[config.mk]
export PLATFORM = sky130hd
export DESIGN_NAME = crc32_acc
export DESIGN_NICKNAME = d
export VERILOG_FILES = /design/src/rtl/app_pkg.sv /design/src/rtl/crc32_acc.sv
export SDC_FILE = /design/constraint.sdc
export NUM_CORES = 1
export LEC_CHECK = 0
export BUFFER_PORTS_ARGS = -buffer_cell sky130_fd_sc_hd__buf_2
export CORE_MARGIN = 2
export CORE_UTILIZATION = 53
export CTS_CLUSTER_DIAMETER = 100
export CTS_CLUSTER_SIZE = 28
export DETAILED_ROUTE_END_ITERATION = 12
export GPL_TIMING_DRIVEN = 1
export PLACE_DENSITY = 0.83
export SLEW_MARGIN = 20
export SYNTH_ARGS = -nofsm -noshare
export SYNTH_HDL_FRONTEND = slang
export SYNTH_SLANG_ARGS = --single-unit
[constraint.sdc]
create_clock -name clk_i -period 2.6 [get_ports clk_i]
set_input_delay 0.52 -clock clk_i [delete_from_list [all_inputs] [get_ports clk_i]]
set_output_delay 0.52 -clock clk_i [all_outputs]
set_load 0.01 [all_outputs]
[src/rtl/app_pkg.sv]
// Shared definitions for the USB CDC application block
// Stream widths, memory geometry, command codes, CRC32 and LFSR
// constants and the controller state encoding
`default_nettype none

package app_pkg;

   typedef logic [7:0]  byte_t;
   typedef logic [31:0] crc_t;
   typedef logic [23:0] lfsr_t;
   // A count field of N means N+1 bytes
   typedef logic [23:0] count_t;

   localparam int MEM_ADDR_W = 10;
   localparam int MEM_SIZE   = 1024;

   typedef logic [MEM_ADDR_W-1:0] mem_addr_t;

   localparam byte_t CMD_IN         = 8'd1;
   localparam byte_t CMD_OUT        = 8'd2;
   localparam byte_t CMD_WAIT       = 8'd3;
   localparam byte_t CMD_LFSR_WRITE = 8'd4;
   localparam byte_t CMD_LFSR_READ  = 8'd5;
   localparam byte_t CMD_ROM_READ   = 8'd6;
   localparam byte_t CMD_RAM_READ   = 8'd7;

   localparam crc_t CRC_POLY = 32'h04C11DB7;
   localparam crc_t CRC_INIT = 32'hFFFFFFFF;

   // Taps at bits 23, 22, 21 and 16
   localparam lfsr_t LFSR_TAPS = 24'hE10000;

   // CMD1..CMD3 and READ0..READ3 must stay consecutive
   typedef enum logic [3:0] {
      ST_RESET,
      ST_LOOPBACK,
      ST_CMD0,
      ST_CMD1,
      ST_CMD2,
      ST_CMD3,
      ST_IN,
      ST_OUT,
      ST_READ0,
      ST_READ1,
      ST_READ2,
      ST_READ3,
      ST_READ_ROM,
      ST_READ_RAM
   } ctrl_state_e;

endpackage

`default_nettype wire

[src/rtl/crc32_acc.sv]
// Byte-wide CRC32 accumulator
// Absorbs one byte per update, LSB of the data first, and presents the
// final value inverted with the bits of every byte reversed
`timescale 1ns/1ps
`default_nettype none

module crc32_acc (
   input  wire            clk_i,
   input  wire            rstn,
   input  wire            crc_init_i,
   input  wire            crc_update_i,
   input  app_pkg::byte_t crc_data_i,
   output app_pkg::crc_t  crc_result_o
);
   import app_pkg::*;

   crc_t crc_q;
   crc_t crc_next;

   always_comb begin
      crc_next = crc_q;
      for (int i = 0; i < 8; i++) begin
         if (crc_data_i[i] ^ crc_next[31])
            crc_next = {crc_next[30:0], 1'b0} ^ CRC_POLY;
         else
            crc_next = {crc_next[30:0], 1'b0};
      end
   end

   always_ff @(posedge clk_i or negedge rstn) begin
      if (!rstn) begin
         crc_q <= CRC_INIT;
      end else if (crc_init_i) begin
         crc_q <= CRC_INIT;
      end else if (crc_update_i) begin
         crc_q <= crc_next;
      end
   end

   always_comb begin
      for (int k = 0; k < 32; k++) begin
         crc_result_o[(k / 8) * 8 + 7 - (k % 8)] = ~crc_q[k];
      end
   end

endmodule

`default_nettype wire

==> results_dict.tcl <==
set metrics [dict create \
    fin_crit_sh 0.792 \
    dr.pass1.iters 4 \
    sw_frac_of_total 0.399 \
    startpoint_type "flip-flop" \
    tightest_slew_ns 0.704 \
    synth_edf_count 0 \
    crit_required_ns 2.81 \
    cts.sinks 32 \
    grt_max_degree 39 \
    io_pins 44 \
    fmax_ghz 0.486 \
    internal-power_mw 1.96 \
    synthTopCellsByCount "xnor2_1, inv_1, dfstp_2" \
    max-vdd-ir-drop_mv 0.691 \
    regArea_um2 841 \
    status "finished, final reports clean" \
    wl_um 4440 \
    post_cts_resized 0 \
    setup_violations 0 \
    arrival_ns 2.27 \
    cts_max_level 2 \
    synthesis.area_um2 2170 \
    die_h_um 68 \
    synth_fp_nets 224 \
    fp.coreArea_um2 3970 \
    cp_max_fo 5 \
    worstSetupPathType "reg -> reg" \
    cts_buffer_depth 2 \
    n_antenna_cell 0 \
    hold_path_class "reg -> reg" \
    power.switching_mw 1.30 \
    synth.most_common_cell "xnor2_1" \
    drv_cap 0 \
    antenna_found_initial 0 \
    final-hold-violation-count 0 \
    vias 1556 \
    max_slew_margin 0.531 \
    skew_ns 0.00603 \
    seq_area_frac_synth 0.387 \
    cts_tree "yes" \
    largest_register "crc_q" \
    top_regs "crc_q x32" \
    ys_seq_elements 32 \
    fillCellCount 333 \
    synth_area_per_cell_um2 10.2 \
    grt_pass1_wl_um 7360 \
    dp_cells 300 \
    cts_root_buffer "clkbuf_8" \
    yosysWarningCount 0 \
    end_kind "flip-flop" \
    drcViolationCount 0 \
    min_period_ns 2.06 \
    pwr_density_cell_nw_per_um2 1290 \
    rsz0062_at_grt "false" \
    die_x_um 68 \
    area_delta_synth_final_pct 16.4 \
    final_nets 269 \
    comb_power_share 0.601 \
    portBuffers 43 \
    grt.overflow.total 0 \
    synth_area_leaders "dfstp_2, xnor2_1, inv_1, xnor2_2, xnor2_4" \
    multi_input_area_um2 1160 \
    async_reset_ff_frac 1.00 \
    post_cts_buffers 0 \
    dieArea_um2 4620 \
    num_rows 23 \
    largest_reg_flops 32 \
    fin_cells 308 \
    seqPwrFrac 0.277 \
    clkLatencyLatePin_ns 0.29 \
    drive_gt1_frac 0.391 \
    dp_hpwl_um 3250 \
    ant_nets 0 \
    synthCells 212 \
    ys.flop_type "dfstp_2" \
    drv_slew 0 \
    grtUsageTotal 0.219 \
    path_clk_slew_ns 0.06 \
    first_global_vias 1522 \
    detail_route.wl_per_cell_um 14.4 \
    place.gp.congestion 0.759 \
    yosysTopAreaCellShare 0.387 \
    synth_top_area_cell "dfstp_2" \
    cts_buffers 5 \
    start_util 0.547 \
    via_per_inst 5.05 \
    synth.distinct_cells 23 \
    power_leakage_nw 1.25 \
    p_clk_frac 0.121 \
    fin_tns_setup_ns 0 \
    drt_iter0_drc 70 \
    holdBufCountCts 0 \
]
## stage by stage
step                 util  setup slack, ns  power, mW  hold WS (ns)  instance area [um^2]
CTS                 0.636            0.529       3.28         0.542                  2530
global placement    0.614            0.543       2.82         0.522                  2440
floorplan               -            0.670       2.44         0.372                  2170
global route        0.636            0.475       3.48         0.565                  2530
finish              0.636            0.541       3.25         0.541                  2530
detailed placement  0.614            0.496       2.86         0.529                  2440
## layout make-up
type,count,share of cell area
Clock buffer,8,0.0356
Inverter,34,0.0505
Multi-Input combinational cell,137,0.459
Sequential cell,32,0.333
Tap cell,50,0.0248
Timing Repair Buffer,47,0.0970
## logic make-up after synthesis
group | synth area share
xor+xnor | 0.363
simple gates | 0.0490
flops | 0.387
compound gates | 0.123
buf+inv | 0.0778
## power groups by stage
stage	clock [mW]	combinational (mW)	sequential (mW)
after floorplan	0	1.56	0.874
after global placement	0	1.92	0.903
after detailed placement	0	1.95	0.911
after CTS	0.404	1.97	0.904
after global routing	0.421	2.13	0.928
final	0.395	1.96	0.903
## worst max-delay path: stages (launching register included)
cell and delay (ns):
dfstp_2 0.60, xor2_4 0.30, xnor3_2 0.53, xnor2_1 0.16, and2_1 0.18, o31ai_2 0.21
## routing by layer
metal  GRT usage  wire (um)
met5           0          0
met1       0.295       2000
met2       0.347       2130
met3      0.0559        236
met4      0.0700         66
## worst paths after layout
kind,depth (start not counted),slack (ns),endpoint,from
min in group asynchronous,1,0.66,crc_q[24],rstn
setup reg to reg,5,0.54,crc_q[12],crc_q[30]
max in group asynchronous,1,1.91,crc_q[29],rstn
setup / recovery,5,0.54,crc_q[12],crc_q[30]
hold / removal,2,0.54,crc_q[17],crc_q[17]
hold reg to reg,2,0.54,crc_q[17],crc_q[17]
## layout by cell type, fill, tap and decap left out
cell | synthesis | layout
nand2_1 | 14 | 14
a21bo_2 | 1 | 1
a211o_1 | 4 | 4
and2_1 | 1 | 1
buf_2 | 1 | 43
xnor2_1 | 48 | 48
o31ai_2 | 1 | 1
xor2_4 | 1 | 1
clkbuf_8 | 0 | 6
xnor2_2 | 7 | 7
dfstp_2 | 32 | 32
buf_4 | 0 | 4
o211ai_1 | 12 | 12
xnor2_4 | 4 | 4
nor3_1 | 5 | 5
xnor3_2 | 1 | 1
clkbuf_1 | 7 | 2
xnor3_1 | 1 | 1
xor2_1 | 6 | 6
xor2_2 | 1 | 1
o21ai_0 | 9 | 9
a21oi_1 | 15 | 15
nor2_1 | 6 | 6
inv_1 | 34 | 34
Note: power is estimated with default switching activity, not from simulation.
