### src/rtl/app_pkg.sv
// Shared definitions for the USB CDC application block
// Stream widths, memory geometry, command codes, CRC32 and LFSR
// constants and the controller state encoding
`default_nettype none

package app_pkg;

   typedef logic [7:0]  byte_t;
   typedef logic [31:0] crc_t;
   typedef logic [23:0] lfsr_t;
   // A count field of N means N+1 bytes
   typedef logic [23:0] count_t;

   localparam int MEM_ADDR_W = 10;
   localparam int MEM_SIZE   = 1024;

   typedef logic [MEM_ADDR_W-1:0] mem_addr_t;

   localparam byte_t CMD_IN         = 8'd1;
   localparam byte_t CMD_OUT        = 8'd2;
   localparam byte_t CMD_WAIT       = 8'd3;
   localparam byte_t CMD_LFSR_WRITE = 8'd4;
   localparam byte_t CMD_LFSR_READ  = 8'd5;
   localparam byte_t CMD_ROM_READ   = 8'd6;
   localparam byte_t CMD_RAM_READ   = 8'd7;

   localparam crc_t CRC_POLY = 32'h04C11DB7;
   localparam crc_t CRC_INIT = 32'hFFFFFFFF;

   // Taps at bits 23, 22, 21 and 16
   localparam lfsr_t LFSR_TAPS = 24'hE10000;

   // CMD1..CMD3 and READ0..READ3 must stay consecutive
   typedef enum logic [3:0] {
      ST_RESET,
      ST_LOOPBACK,
      ST_CMD0,
      ST_CMD1,
      ST_CMD2,
      ST_CMD3,
      ST_IN,
      ST_OUT,
      ST_READ0,
      ST_READ1,
      ST_READ2,
      ST_READ3,
      ST_READ_ROM,
      ST_READ_RAM
   } ctrl_state_e;

endpackage

`default_nettype wire

### src/rtl/app_ctrl.sv
// Command FSM of the USB CDC application block
// Echoes host bytes into the RAM in loopback, decodes 0x00-prefixed
// commands, generates LFSR data, paces bytes with the wait gap and
// streams CRC, seed, ROM and RAM contents back to the host
`timescale 1ns/1ps
`default_nettype none

module app_ctrl (
   input  wire                clk_i,
   input  wire                rstn,
   input  app_pkg::byte_t     out_data_i,
   input  wire                out_valid_i,
   output logic               out_ready_o,
   output app_pkg::byte_t     in_data_o,
   output logic               in_valid_o,
   input  wire                in_ready_i,
   output logic               crc_init_o,
   output logic               crc_update_o,
   output app_pkg::byte_t     crc_data_o,
   input  app_pkg::crc_t      crc_result_i,
   output app_pkg::mem_addr_t mem_addr_o,
   output logic               rom_en_o,
   output logic               ram_en_o,
   output logic               ram_we_o,
   output app_pkg::byte_t     ram_wdata_o,
   input  app_pkg::byte_t     rom_data_i,
   input  app_pkg::byte_t     ram_rdata_i
);
   import app_pkg::*;

   ctrl_state_e state_q, state_d;
   byte_t       cmd_q, cmd_d;
   byte_t       data_q, data_d;
   logic        data_valid_q, data_valid_d;
   lfsr_t       lfsr_q, lfsr_d;
   count_t      byte_cnt_q, byte_cnt_d;
   byte_t       wait_q, wait_d;
   byte_t       wait_cnt_q, wait_cnt_d;
   logic        mem_valid_q, mem_valid_d;
   mem_addr_t   mem_addr_q, mem_addr_d;

   logic        data_ready;
   logic        mem_fetch;
   logic        ram_write;
   logic [1:0]  field_sel;
   logic [1:0]  read_sel;
   logic [31:0] lfsr_word;
   byte_t       read_byte;
   byte_t       mem_data;
   lfsr_t       lfsr_next;

   assign lfsr_next = {lfsr_q[22:0], ~^(lfsr_q & LFSR_TAPS)};
   assign field_sel = 2'(state_q - ST_CMD1);
   assign read_sel  = 2'(state_q - ST_READ0);
   // Seed goes out low byte first, then a zero byte
   assign lfsr_word = {8'h00, lfsr_q};
   assign read_byte = (cmd_q == CMD_LFSR_READ) ? lfsr_word[8*read_sel +: 8]
                                               : crc_result_i[8*(3 - read_sel) +: 8];
   assign mem_data  = (state_q == ST_READ_ROM) ? rom_data_i : ram_rdata_i;

   assign crc_init_o  = (state_q == ST_CMD3);
   assign crc_data_o  = (state_q == ST_IN) ? lfsr_q[7:0] : data_q;
   assign mem_addr_o  = mem_addr_q;
   assign rom_en_o    = mem_fetch && (state_q == ST_READ_ROM);
   assign ram_en_o    = ram_write || (mem_fetch && (state_q == ST_READ_RAM));
   assign ram_we_o    = ram_write;
   assign ram_wdata_o = data_q;

   always_comb begin
      state_d      = state_q;
      cmd_d        = cmd_q;
      data_d       = data_q;
      data_valid_d = data_valid_q;
      lfsr_d       = lfsr_q;
      byte_cnt_d   = byte_cnt_q;
      wait_d       = wait_q;
      wait_cnt_d   = (wait_cnt_q != '0) ? wait_cnt_q - 1'b1 : '0;
      mem_valid_d  = mem_valid_q;
      mem_addr_d   = mem_addr_q;
      in_data_o    = data_q;
      in_valid_o   = 1'b0;
      crc_update_o = 1'b0;
      data_ready   = 1'b0;
      mem_fetch    = 1'b0;
      ram_write    = 1'b0;

      case (state_q)
         ST_RESET: begin
            state_d = ST_LOOPBACK;
         end
         ST_LOOPBACK: begin
            if (data_valid_q) begin
               if (data_q == '0) begin
                  data_ready = 1'b1;
                  state_d    = ST_CMD0;
               end else begin
                  in_valid_o = 1'b1;
                  if (in_ready_i) begin
                     data_ready = 1'b1;
                     ram_write  = 1'b1;
                     mem_addr_d = mem_addr_q + 1'b1;
                  end
               end
            end
         end
         ST_CMD0: begin
            if (data_valid_q) begin
               data_ready = 1'b1;
               cmd_d      = data_q;
               state_d    = ST_CMD1;
            end
            mem_valid_d = 1'b0;
            mem_addr_d  = '0;
         end
         ST_CMD1, ST_CMD2, ST_CMD3: begin
            case (cmd_q)
               CMD_IN, CMD_OUT, CMD_ROM_READ, CMD_RAM_READ, CMD_LFSR_WRITE: begin
                  if (data_valid_q) begin
                     data_ready = 1'b1;
                     // Fields arrive low byte first
                     if (cmd_q == CMD_LFSR_WRITE)
                        lfsr_d[8*field_sel +: 8] = data_q;
                     else
                        byte_cnt_d[8*field_sel +: 8] = data_q;
                     if (state_q != ST_CMD3) begin
                        state_d = ctrl_state_e'(state_q + 1'b1);
                     end else begin
                        case (cmd_q)
                           CMD_IN:       state_d = ST_IN;
                           CMD_OUT:      state_d = ST_OUT;
                           CMD_ROM_READ: state_d = ST_READ_ROM;
                           CMD_RAM_READ: state_d = ST_READ_RAM;
                           default:      state_d = ST_LOOPBACK;
                        endcase
                     end
                  end
               end
               CMD_WAIT: begin
                  if (data_valid_q) begin
                     data_ready = 1'b1;
                     wait_d     = data_q;
                     state_d    = ST_LOOPBACK;
                  end
               end
               CMD_LFSR_READ: state_d = ST_READ0;
               default:       state_d = ST_LOOPBACK;
            endcase
         end
         ST_IN: begin
            in_data_o = lfsr_q[7:0];
            if (wait_cnt_q == '0) begin
               in_valid_o = 1'b1;
               if (in_ready_i) begin
                  crc_update_o = 1'b1;
                  lfsr_d       = lfsr_next;
                  wait_cnt_d   = wait_q;
                  if (byte_cnt_q == '0)
                     state_d = ST_READ0;
                  else
                     byte_cnt_d = byte_cnt_q - 1'b1;
               end
            end
         end
         ST_OUT: begin
            if (data_valid_q) begin
               data_ready   = 1'b1;
               crc_update_o = 1'b1;
               if (byte_cnt_q == '0)
                  state_d = ST_READ0;
               else
                  byte_cnt_d = byte_cnt_q - 1'b1;
            end
         end
         ST_READ0, ST_READ1, ST_READ2, ST_READ3: begin
            in_data_o  = read_byte;
            in_valid_o = 1'b1;
            if (in_ready_i)
               state_d = (state_q == ST_READ3) ? ST_LOOPBACK : ctrl_state_e'(state_q + 1'b1);
         end
         ST_READ_ROM, ST_READ_RAM: begin
            in_data_o = mem_data;
            // Fetch one byte, present it, then fetch the next after its transfer
            if (!mem_valid_q) begin
               mem_fetch   = 1'b1;
               mem_valid_d = 1'b1;
               mem_addr_d  = mem_addr_q + 1'b1;
            end
            if (wait_cnt_q == '0) begin
               in_valid_o = mem_valid_q;
               if (in_ready_i && mem_valid_q) begin
                  mem_valid_d = 1'b0;
                  wait_cnt_d  = wait_q;
                  if (byte_cnt_q == '0) begin
                     state_d    = ST_LOOPBACK;
                     mem_addr_d = '0;
                  end else begin
                     byte_cnt_d = byte_cnt_q - 1'b1;
                  end
               end
            end
         end
         default: state_d = ST_LOOPBACK;
      endcase

      // Input byte register
      out_ready_o = out_valid_i && (state_q != ST_RESET) && (wait_cnt_q == '0) &&
                    (!data_valid_q || data_ready);
      if (out_ready_o) begin
         data_d       = out_data_i;
         data_valid_d = 1'b1;
         wait_cnt_d   = wait_q;
      end else if (data_ready) begin
         data_valid_d = 1'b0;
      end
   end

   always_ff @(posedge clk_i or negedge rstn) begin
      if (!rstn) begin
         state_q      <= ST_RESET;
         cmd_q        <= '0;
         data_valid_q <= 1'b0;
         lfsr_q       <= '0;
         byte_cnt_q   <= '0;
         wait_q       <= '0;
         wait_cnt_q   <= '0;
         mem_valid_q  <= 1'b0;
         mem_addr_q   <= '0;
      end else begin
         state_q      <= state_d;
         cmd_q        <= cmd_d;
         data_valid_q <= data_valid_d;
         lfsr_q       <= lfsr_d;
         byte_cnt_q   <= byte_cnt_d;
         wait_q       <= wait_d;
         wait_cnt_q   <= wait_cnt_d;
         mem_valid_q  <= mem_valid_d;
         mem_addr_q   <= mem_addr_d;
      end
   end

   always_ff @(posedge clk_i) begin
      data_q <= data_d;
   end

endmodule

`default_nettype wire

### config.mk
export PLATFORM = sky130hd
export DESIGN_NAME = app_ctrl
export DESIGN_NICKNAME = d
export VERILOG_FILES = /design/src/rtl/app_pkg.sv /design/src/rtl/app_ctrl.sv
export SDC_FILE = /design/constraint.sdc
export NUM_CORES = 1
export LEC_CHECK = 0
export BUFFER_PORTS_ARGS = -buffer_cell sky130_fd_sc_hd__buf_4
export CELL_PAD_IN_SITES_DETAIL_PLACEMENT = 1
export CELL_PAD_IN_SITES_GLOBAL_PLACEMENT = 1
export CORE_UTILIZATION = 30
export DETAILED_ROUTE_END_ITERATION = 10
export GPL_TIMING_DRIVEN = 0
export PLACE_DENSITY_LB_ADDON = 0.15
export SKIP_CTS_REPAIR_TIMING = 1
export SLEW_MARGIN = 10
export SYNTH_ARGS = -nofsm -noshare
export SYNTH_HDL_FRONTEND = slang
export SYNTH_SLANG_ARGS = --single-unit
### constraint.sdc
create_clock -name clk_i -period 2.8 [get_ports clk_i]
set_clock_uncertainty 0.1 [all_clocks]
set_input_delay 0.42 -clock clk_i [delete_from_list [all_inputs] [get_ports clk_i]]
set_output_delay 0.42 -clock clk_i [all_outputs]
set_load 0.05 [all_outputs]
==> metrics.yaml, run 1 <==
fin_crit_sh: 1.16
die_area_sq_um: 22200
syn_nets: 803
final_cell_mix: "buf_4 (108), nand2_1 (92), dfrtp_1 (87)"
maxCapViolCount: 0
setup-violations-final: 41
powerDensity_nw_per_um2: 604
min_path_type: "primary input to asynchronous set/reset pin"
p_leak_uw: 0.00387
core.rowCount: 53
yosys_warnings: 0
tritoncts: "yes"
final_util: 0.418
grt_first_pass_wirelength_um: 38400
drcViolationCount: 0
initial_utilization: 0.307
cts_inserted_buffers: 9
layout_commonest_cell: "buf_4"
routed_via_density: 5.79
grt.total_usage: 0.229
relSlewSlack: 0.300
synthDistinctLibCells: 74
clk_pin_slew_ns: 0.07
tns_ns: -11.14
tightest_slew_ns: 1.04
yosys_register_bits: 96
final_nets: 937
cts_root_buffer: "clkbuf_16"
gp_congestion: 0.856
arrival_ns: 2.72
maxSlewViolCount: 0
via_count: 6655
post_drt_wl_per_cell_um: 22.3
netlist_area_sq_um: 6480
startpoint_type: "flop"
hold_viol_final: 0
worstPathRequired_ns: 2.28
synthArstFlopShare: 0.917
synthFlopType: "dfrtp_1"
postSynthCellCount: 736
drive_above_1_share: 0.346
overflow: 0
first_global_vias: 6670
h-tree-depth: 3
cp_top_family: "simple AND/OR/NAND/NOR gates"
cp_max_fo: 10
hold_ws_ns: 0.0412
grt_max_degree: 89
drt-total-wl_um: 25700
synthToLayoutAreaGrowth_pct: 35.8
peakVddDrop_v: 0.000406
die_height_um: 149
core-area_sq_um: 21100
slowest_stage: "or4_4"
dp_hpwl_um: 18100
clk_latency_ns: 0.37
dr.pass1.iters: 5
total_power_uw: 5320
failed_checks: "negative setup slack"
slowest_delay_ns: 0.48
synth-seq-area-share: 0.377
max_freq_ghz: 0.309
timing.rr.start: "state_q[1]"
cts.path.max_buffers: 2
cpMostUsedCell: "buf_6"
clock_sinks: 96
io_buffers: 100
antennaDiodeCount: 0
outcome: "finished, violations left"
crit_buf_inv: 5
antenna_found_initial: 0
place_ws_ns: -0.991
path_cells: "buf_6 -> clkinvlp_4 -> ha_2 -> buf_6 -> or4_4 -> nand3b_1 -> and3_4 -> buf_8 -> a21oi_2 -> o21ai_4 -> buf_6"
rsz0062_at_grt: "true"
pin_count: 101
synth_edf_count: 8
rrSetupSlack_ns: -0.35
die_w_um: 149
setup_ws_ns: -0.436
ant_nets: 0
reg2reg_depth: 11
first_iter_violations: 431
end_kind: "primary output"
r2r-end: "byte_cnt_q[22]"
finalCriticalPeriod_ns: 3.24
syn_area_per_cell_sq_um: 8.81
timing_worst_setup_path_type: "flop to primary output"
[cell usage after synthesis (4+ instances only)]
cell type | number | area [sq um]
a31oi_1 | 23 | 144
and2_1 | 5 | 31.3
nor4_1 | 11 | 68.8
o211ai_1 | 4 | 30.0
o2bb2ai_1 | 13 | 114
a21o_1 | 6 | 45.0
mux2_2 | 42 | 473
a21oi_1 | 64 | 320
o21ai_0 | 37 | 185
a22oi_1 | 10 | 75.1
edfxtp_1 | 8 | 240
nor2_1 | 57 | 214
ha_1 | 7 | 87.6
nand3_1 | 32 | 160
mux2i_1 | 12 | 120
and3_1 | 8 | 50.1
mux4_2 | 8 | 180
nand2_1 | 101 | 379
xnor2_1 | 8 | 70.1
o22ai_1 | 5 | 31.3
or4_1 | 5 | 37.5
inv_1 | 11 | 41.3
dfrtp_1 | 88 | 2200
nand2b_1 | 4 | 25.0
a22o_1 | 13 | 114
a211oi_1 | 4 | 30.0
clkbuf_1 | 42 | 158
nor2b_1 | 5 | 31.3
buf_2 | 4 | 20.0
nor3_1 | 19 | 95.1
[logic make-up after synthesis]
kind of cell,after synthesis,share of synthesized area
compound gates,226,0.234
xor+xnor,9,0.0122
fa+ha+maj,7,0.0135
buf+inv,60,0.0378
flops,96,0.377
mux,63,0.122
simple gates,275,0.204
[worst max-delay path by stage]
stage	startpoint	to	slack, ns	depth (start not counted)
floorplan	state_q[0]	in_data_o[2]	0.001	10
global placement	state_q[0]	mem_addr_o[4]	-0.91	11
detailed placement	state_q[0]	mem_addr_o[4]	-0.99	11
CTS	state_q[0]	in_data_o[7]	-1.28	13
global route	state_q[0]	in_data_o[5]	-0.52	11
finish	state_q[0]	in_data_o[5]	-0.44	11
[cell type report]
class | count | area, sq um
repair buffers | 127 | 1110
multi-input cells | 580 | 4250
clock buffers | 10 | 250
well taps | 275 | 344
clock inverters | 5 | 87.6
plain buffers | 45 | 284
inverters | 11 | 45.0
fillers | 2436 | 12300
flip-flops and latches | 96 | 2440
[stage by stage]
stage | std cells | cell area, sq um
2_1_floorplan | 736 | 6600
4_1_cts | 1126 | 8030
3_5_place_dp | 1111 | 7700
3_3_place_gp | 1111 | 7700
6_report | 1149 | 8810
5_1_grt | 1149 | 8810
[layer usage]
metal	up-vias	track usage	share of wire
met5	-	0	0
met4	0	0.0929	0.023
met3	39	0.0376	0.038
met2	184	0.377	0.49
met1	3400	0.299	0.45
li1	3032	-	-
[sequential cells by signal (all words and copies together) (netlist names), 4 cells and up]
| register | cells |
|---|---|
| cmd_q | 8 |
| wait_cnt_q | 8 |
| lfsr_q | 24 |
| mem_addr_o | 10 |
| ram_wdata_o | 8 |
| wait_q | 8 |
| state_q | 4 |
| byte_cnt_q | 24 |
[power breakdown]
group | internal (uW) | switching, uW
clock | 842 | 619
combinational | 911 | 1430
sequential | 1450 | 60.4
(Power assumes the default switching activity.)
==> run 2: changes to the inputs <==
--- a/config.mk
+++ b/config.mk
@@ -5,11 +5,11 @@
 export SDC_FILE = /design/constraint.sdc
 export NUM_CORES = 1
 export LEC_CHECK = 0
-export BUFFER_PORTS_ARGS = -buffer_cell sky130_fd_sc_hd__buf_4
 export CELL_PAD_IN_SITES_DETAIL_PLACEMENT = 1
 export CELL_PAD_IN_SITES_GLOBAL_PLACEMENT = 1
 export CORE_UTILIZATION = 30
 export DETAILED_ROUTE_END_ITERATION = 10
+export DONT_BUFFER_PORTS = 1
 export GPL_TIMING_DRIVEN = 0
 export PLACE_DENSITY_LB_ADDON = 0.15
 export SKIP_CTS_REPAIR_TIMING = 1
==> run 2 against run 1 <==
  * The run still ends with negative setup slack left
  * Sequential power increased by 5%
  * Global-route usage fell by 0.25 points
  * Critical path depth down 1
  * Combinational power barely moved
  * Power is 2.8% lower
  * Largest power group unchanged
==> metrics.yaml, run 2 (same netlist as run 1, synthesis figures left out) <==
relSlewSlack: 0.204
overflow: 0
setup-violations-final: 40
max_freq_ghz: 0.325
total_power_uw: 5170
end_kind: "primary output"
grt_max_degree: 89
rrSetupSlack_ns: -0.26
powerDensity_nw_per_um2: 606
setup_ws_ns: -0.279
initial_utilization: 0.307
p_leak_uw: 0.00355
dr.pass1.iters: 7
layout_commonest_cell: "dfrtp_1"
first_iter_violations: 361
holdCritStartpoint: "out_data_i[2]"
antennaDiodeCount: 0
min_path_type: "primary input to flop"
first_global_vias: 6299
finalCriticalPeriod_ns: 3.08
cts_inserted_buffers: 9
drt-total-wl_um: 25900
power_frac_comb: 0.449
routed_via_density: 5.89
post_drt_wl_per_cell_um: 24.1
r2r-end: "byte_cnt_q[22]"
dp_hpwl_um: 17700
drive_above_1_share: 0.342
core-area_sq_um: 21100
die_area_sq_um: 22200
grt.total_usage: 0.227
tritoncts: "yes"
cts_root_buffer: "clkbuf_16"
via_count: 6346
die_w_um: 149
tightest_slew_ns: 1.18
clk_latency_ns: 0.36
pwr-share-clk: 0.242
timing_worst_setup_path_type: "flop to primary output"
crit_buf_inv: 4
drcViolationCount: 0
holdPathStages: 0
maxCapViolCount: 0
reg2reg_depth: 14
antenna_found_initial: 0
pin_count: 101
maxSlewViolCount: 0
failed_checks: "negative setup slack"
clock_sinks: 96
gp_congestion: 0.866
synthToLayoutAreaGrowth_pct: 31.5
die_height_um: 149
peakVddDrop_v: 0.000377
arrival_ns: 2.56
grt_first_pass_wirelength_um: 38000
rsz0062_at_grt: "true"
clk_pin_slew_ns: 0.08
ant_nets: 0
final_util: 0.404
io_buffers: 0
cp_top_family: "simple AND/OR/NAND/NOR gates"
p_sw_frac: 0.417
tns_ns: -6.80
slowest_delay_ns: 0.41
hold_path_end: "ram_wdata_o[2]"
final_nets: 864
cp_max_fo: 8
hold_viol_final: 0
cts.path.max_buffers: 2
timing.rr.start: "state_q[0]"
slowest_stage: "or4_4"
fin_crit_sh: 1.10
worstPathRequired_ns: 2.28
path_cells: "buf_6 -> clkinvlp_4 -> ha_4 -> buf_8 -> or4_4 -> nand3b_1 -> and3_4 -> buf_12 -> a21oi_4 -> o21ai_4"
startpoint_type: "flop"
p_int_uw: 3010
outcome: "finished, violations left"
final_cell_mix: "dfrtp_1 (87), nand2_1 (82), nor2_1 (53)"
p_switching_uw: 2160
core.rowCount: 53
p_seq_frac: 0.309
h-tree-depth: 3
[run 2: layout make-up]
type | instances | area [sq um]
Tap cell | 275 | 344
Buffer | 44 | 352
Clock inverter | 5 | 40.0
Clock buffer | 11 | 243
Fill cell | 2395 | 12600
Inverter | 11 | 52.6
Timing Repair Buffer | 54 | 526
Sequential cell | 96 | 2440
Multi-Input combinational cell | 581 | 4530
[run 2: stage by stage]
step	instances	cell area [sq um]	setup WS (ns)	hold WS [ns]
5_1_grt	1077	8530	-0.384	0.0398
3_5_place_dp	1011	6950	-1.05	0.0336
3_3_place_gp	1011	6950	-1.02	0.0325
2_1_floorplan	736	6600	0.00142	0.0244
6_report	1077	8530	-0.279	0.0556
4_1_cts	1027	7230	-1.24	-0.349
[run 2: how the worst max path moves through the flow]
stage	startpoint	endpoint	depth (start not counted)
global placement	ram_wdata_o[2]	mem_addr_o[4]	7
global route	state_q[0]	in_data_o[6]	10
detailed placement	ram_wdata_o[2]	mem_addr_o[4]	7
CTS	state_q[0]	in_data_o[7]	12
floorplan	state_q[0]	in_data_o[2]	10
finish	state_q[0]	in_data_o[6]	10
[run 2: per-layer routing]
layer  GRT usage  vias to the layer above  part of all wire
li1            -                     2900                 -
met1       0.297                     3234              0.45
met2       0.378                      178              0.49
met3      0.0388                       34             0.032
met4      0.0714                        0             0.024
met5           0                        -                 0
[run 2: power groups by stage]
stage | clock network [uW] | registers, uW | logic [uW]
after floorplan | 0 | 1600 | 1270
after CTS | 1260 | 1590 | 1730
final | 1250 | 1590 | 2320
after global placement | 0 | 1610 | 1690
after global routing | 1320 | 1600 | 2480
after detailed placement | 0 | 1620 | 1720
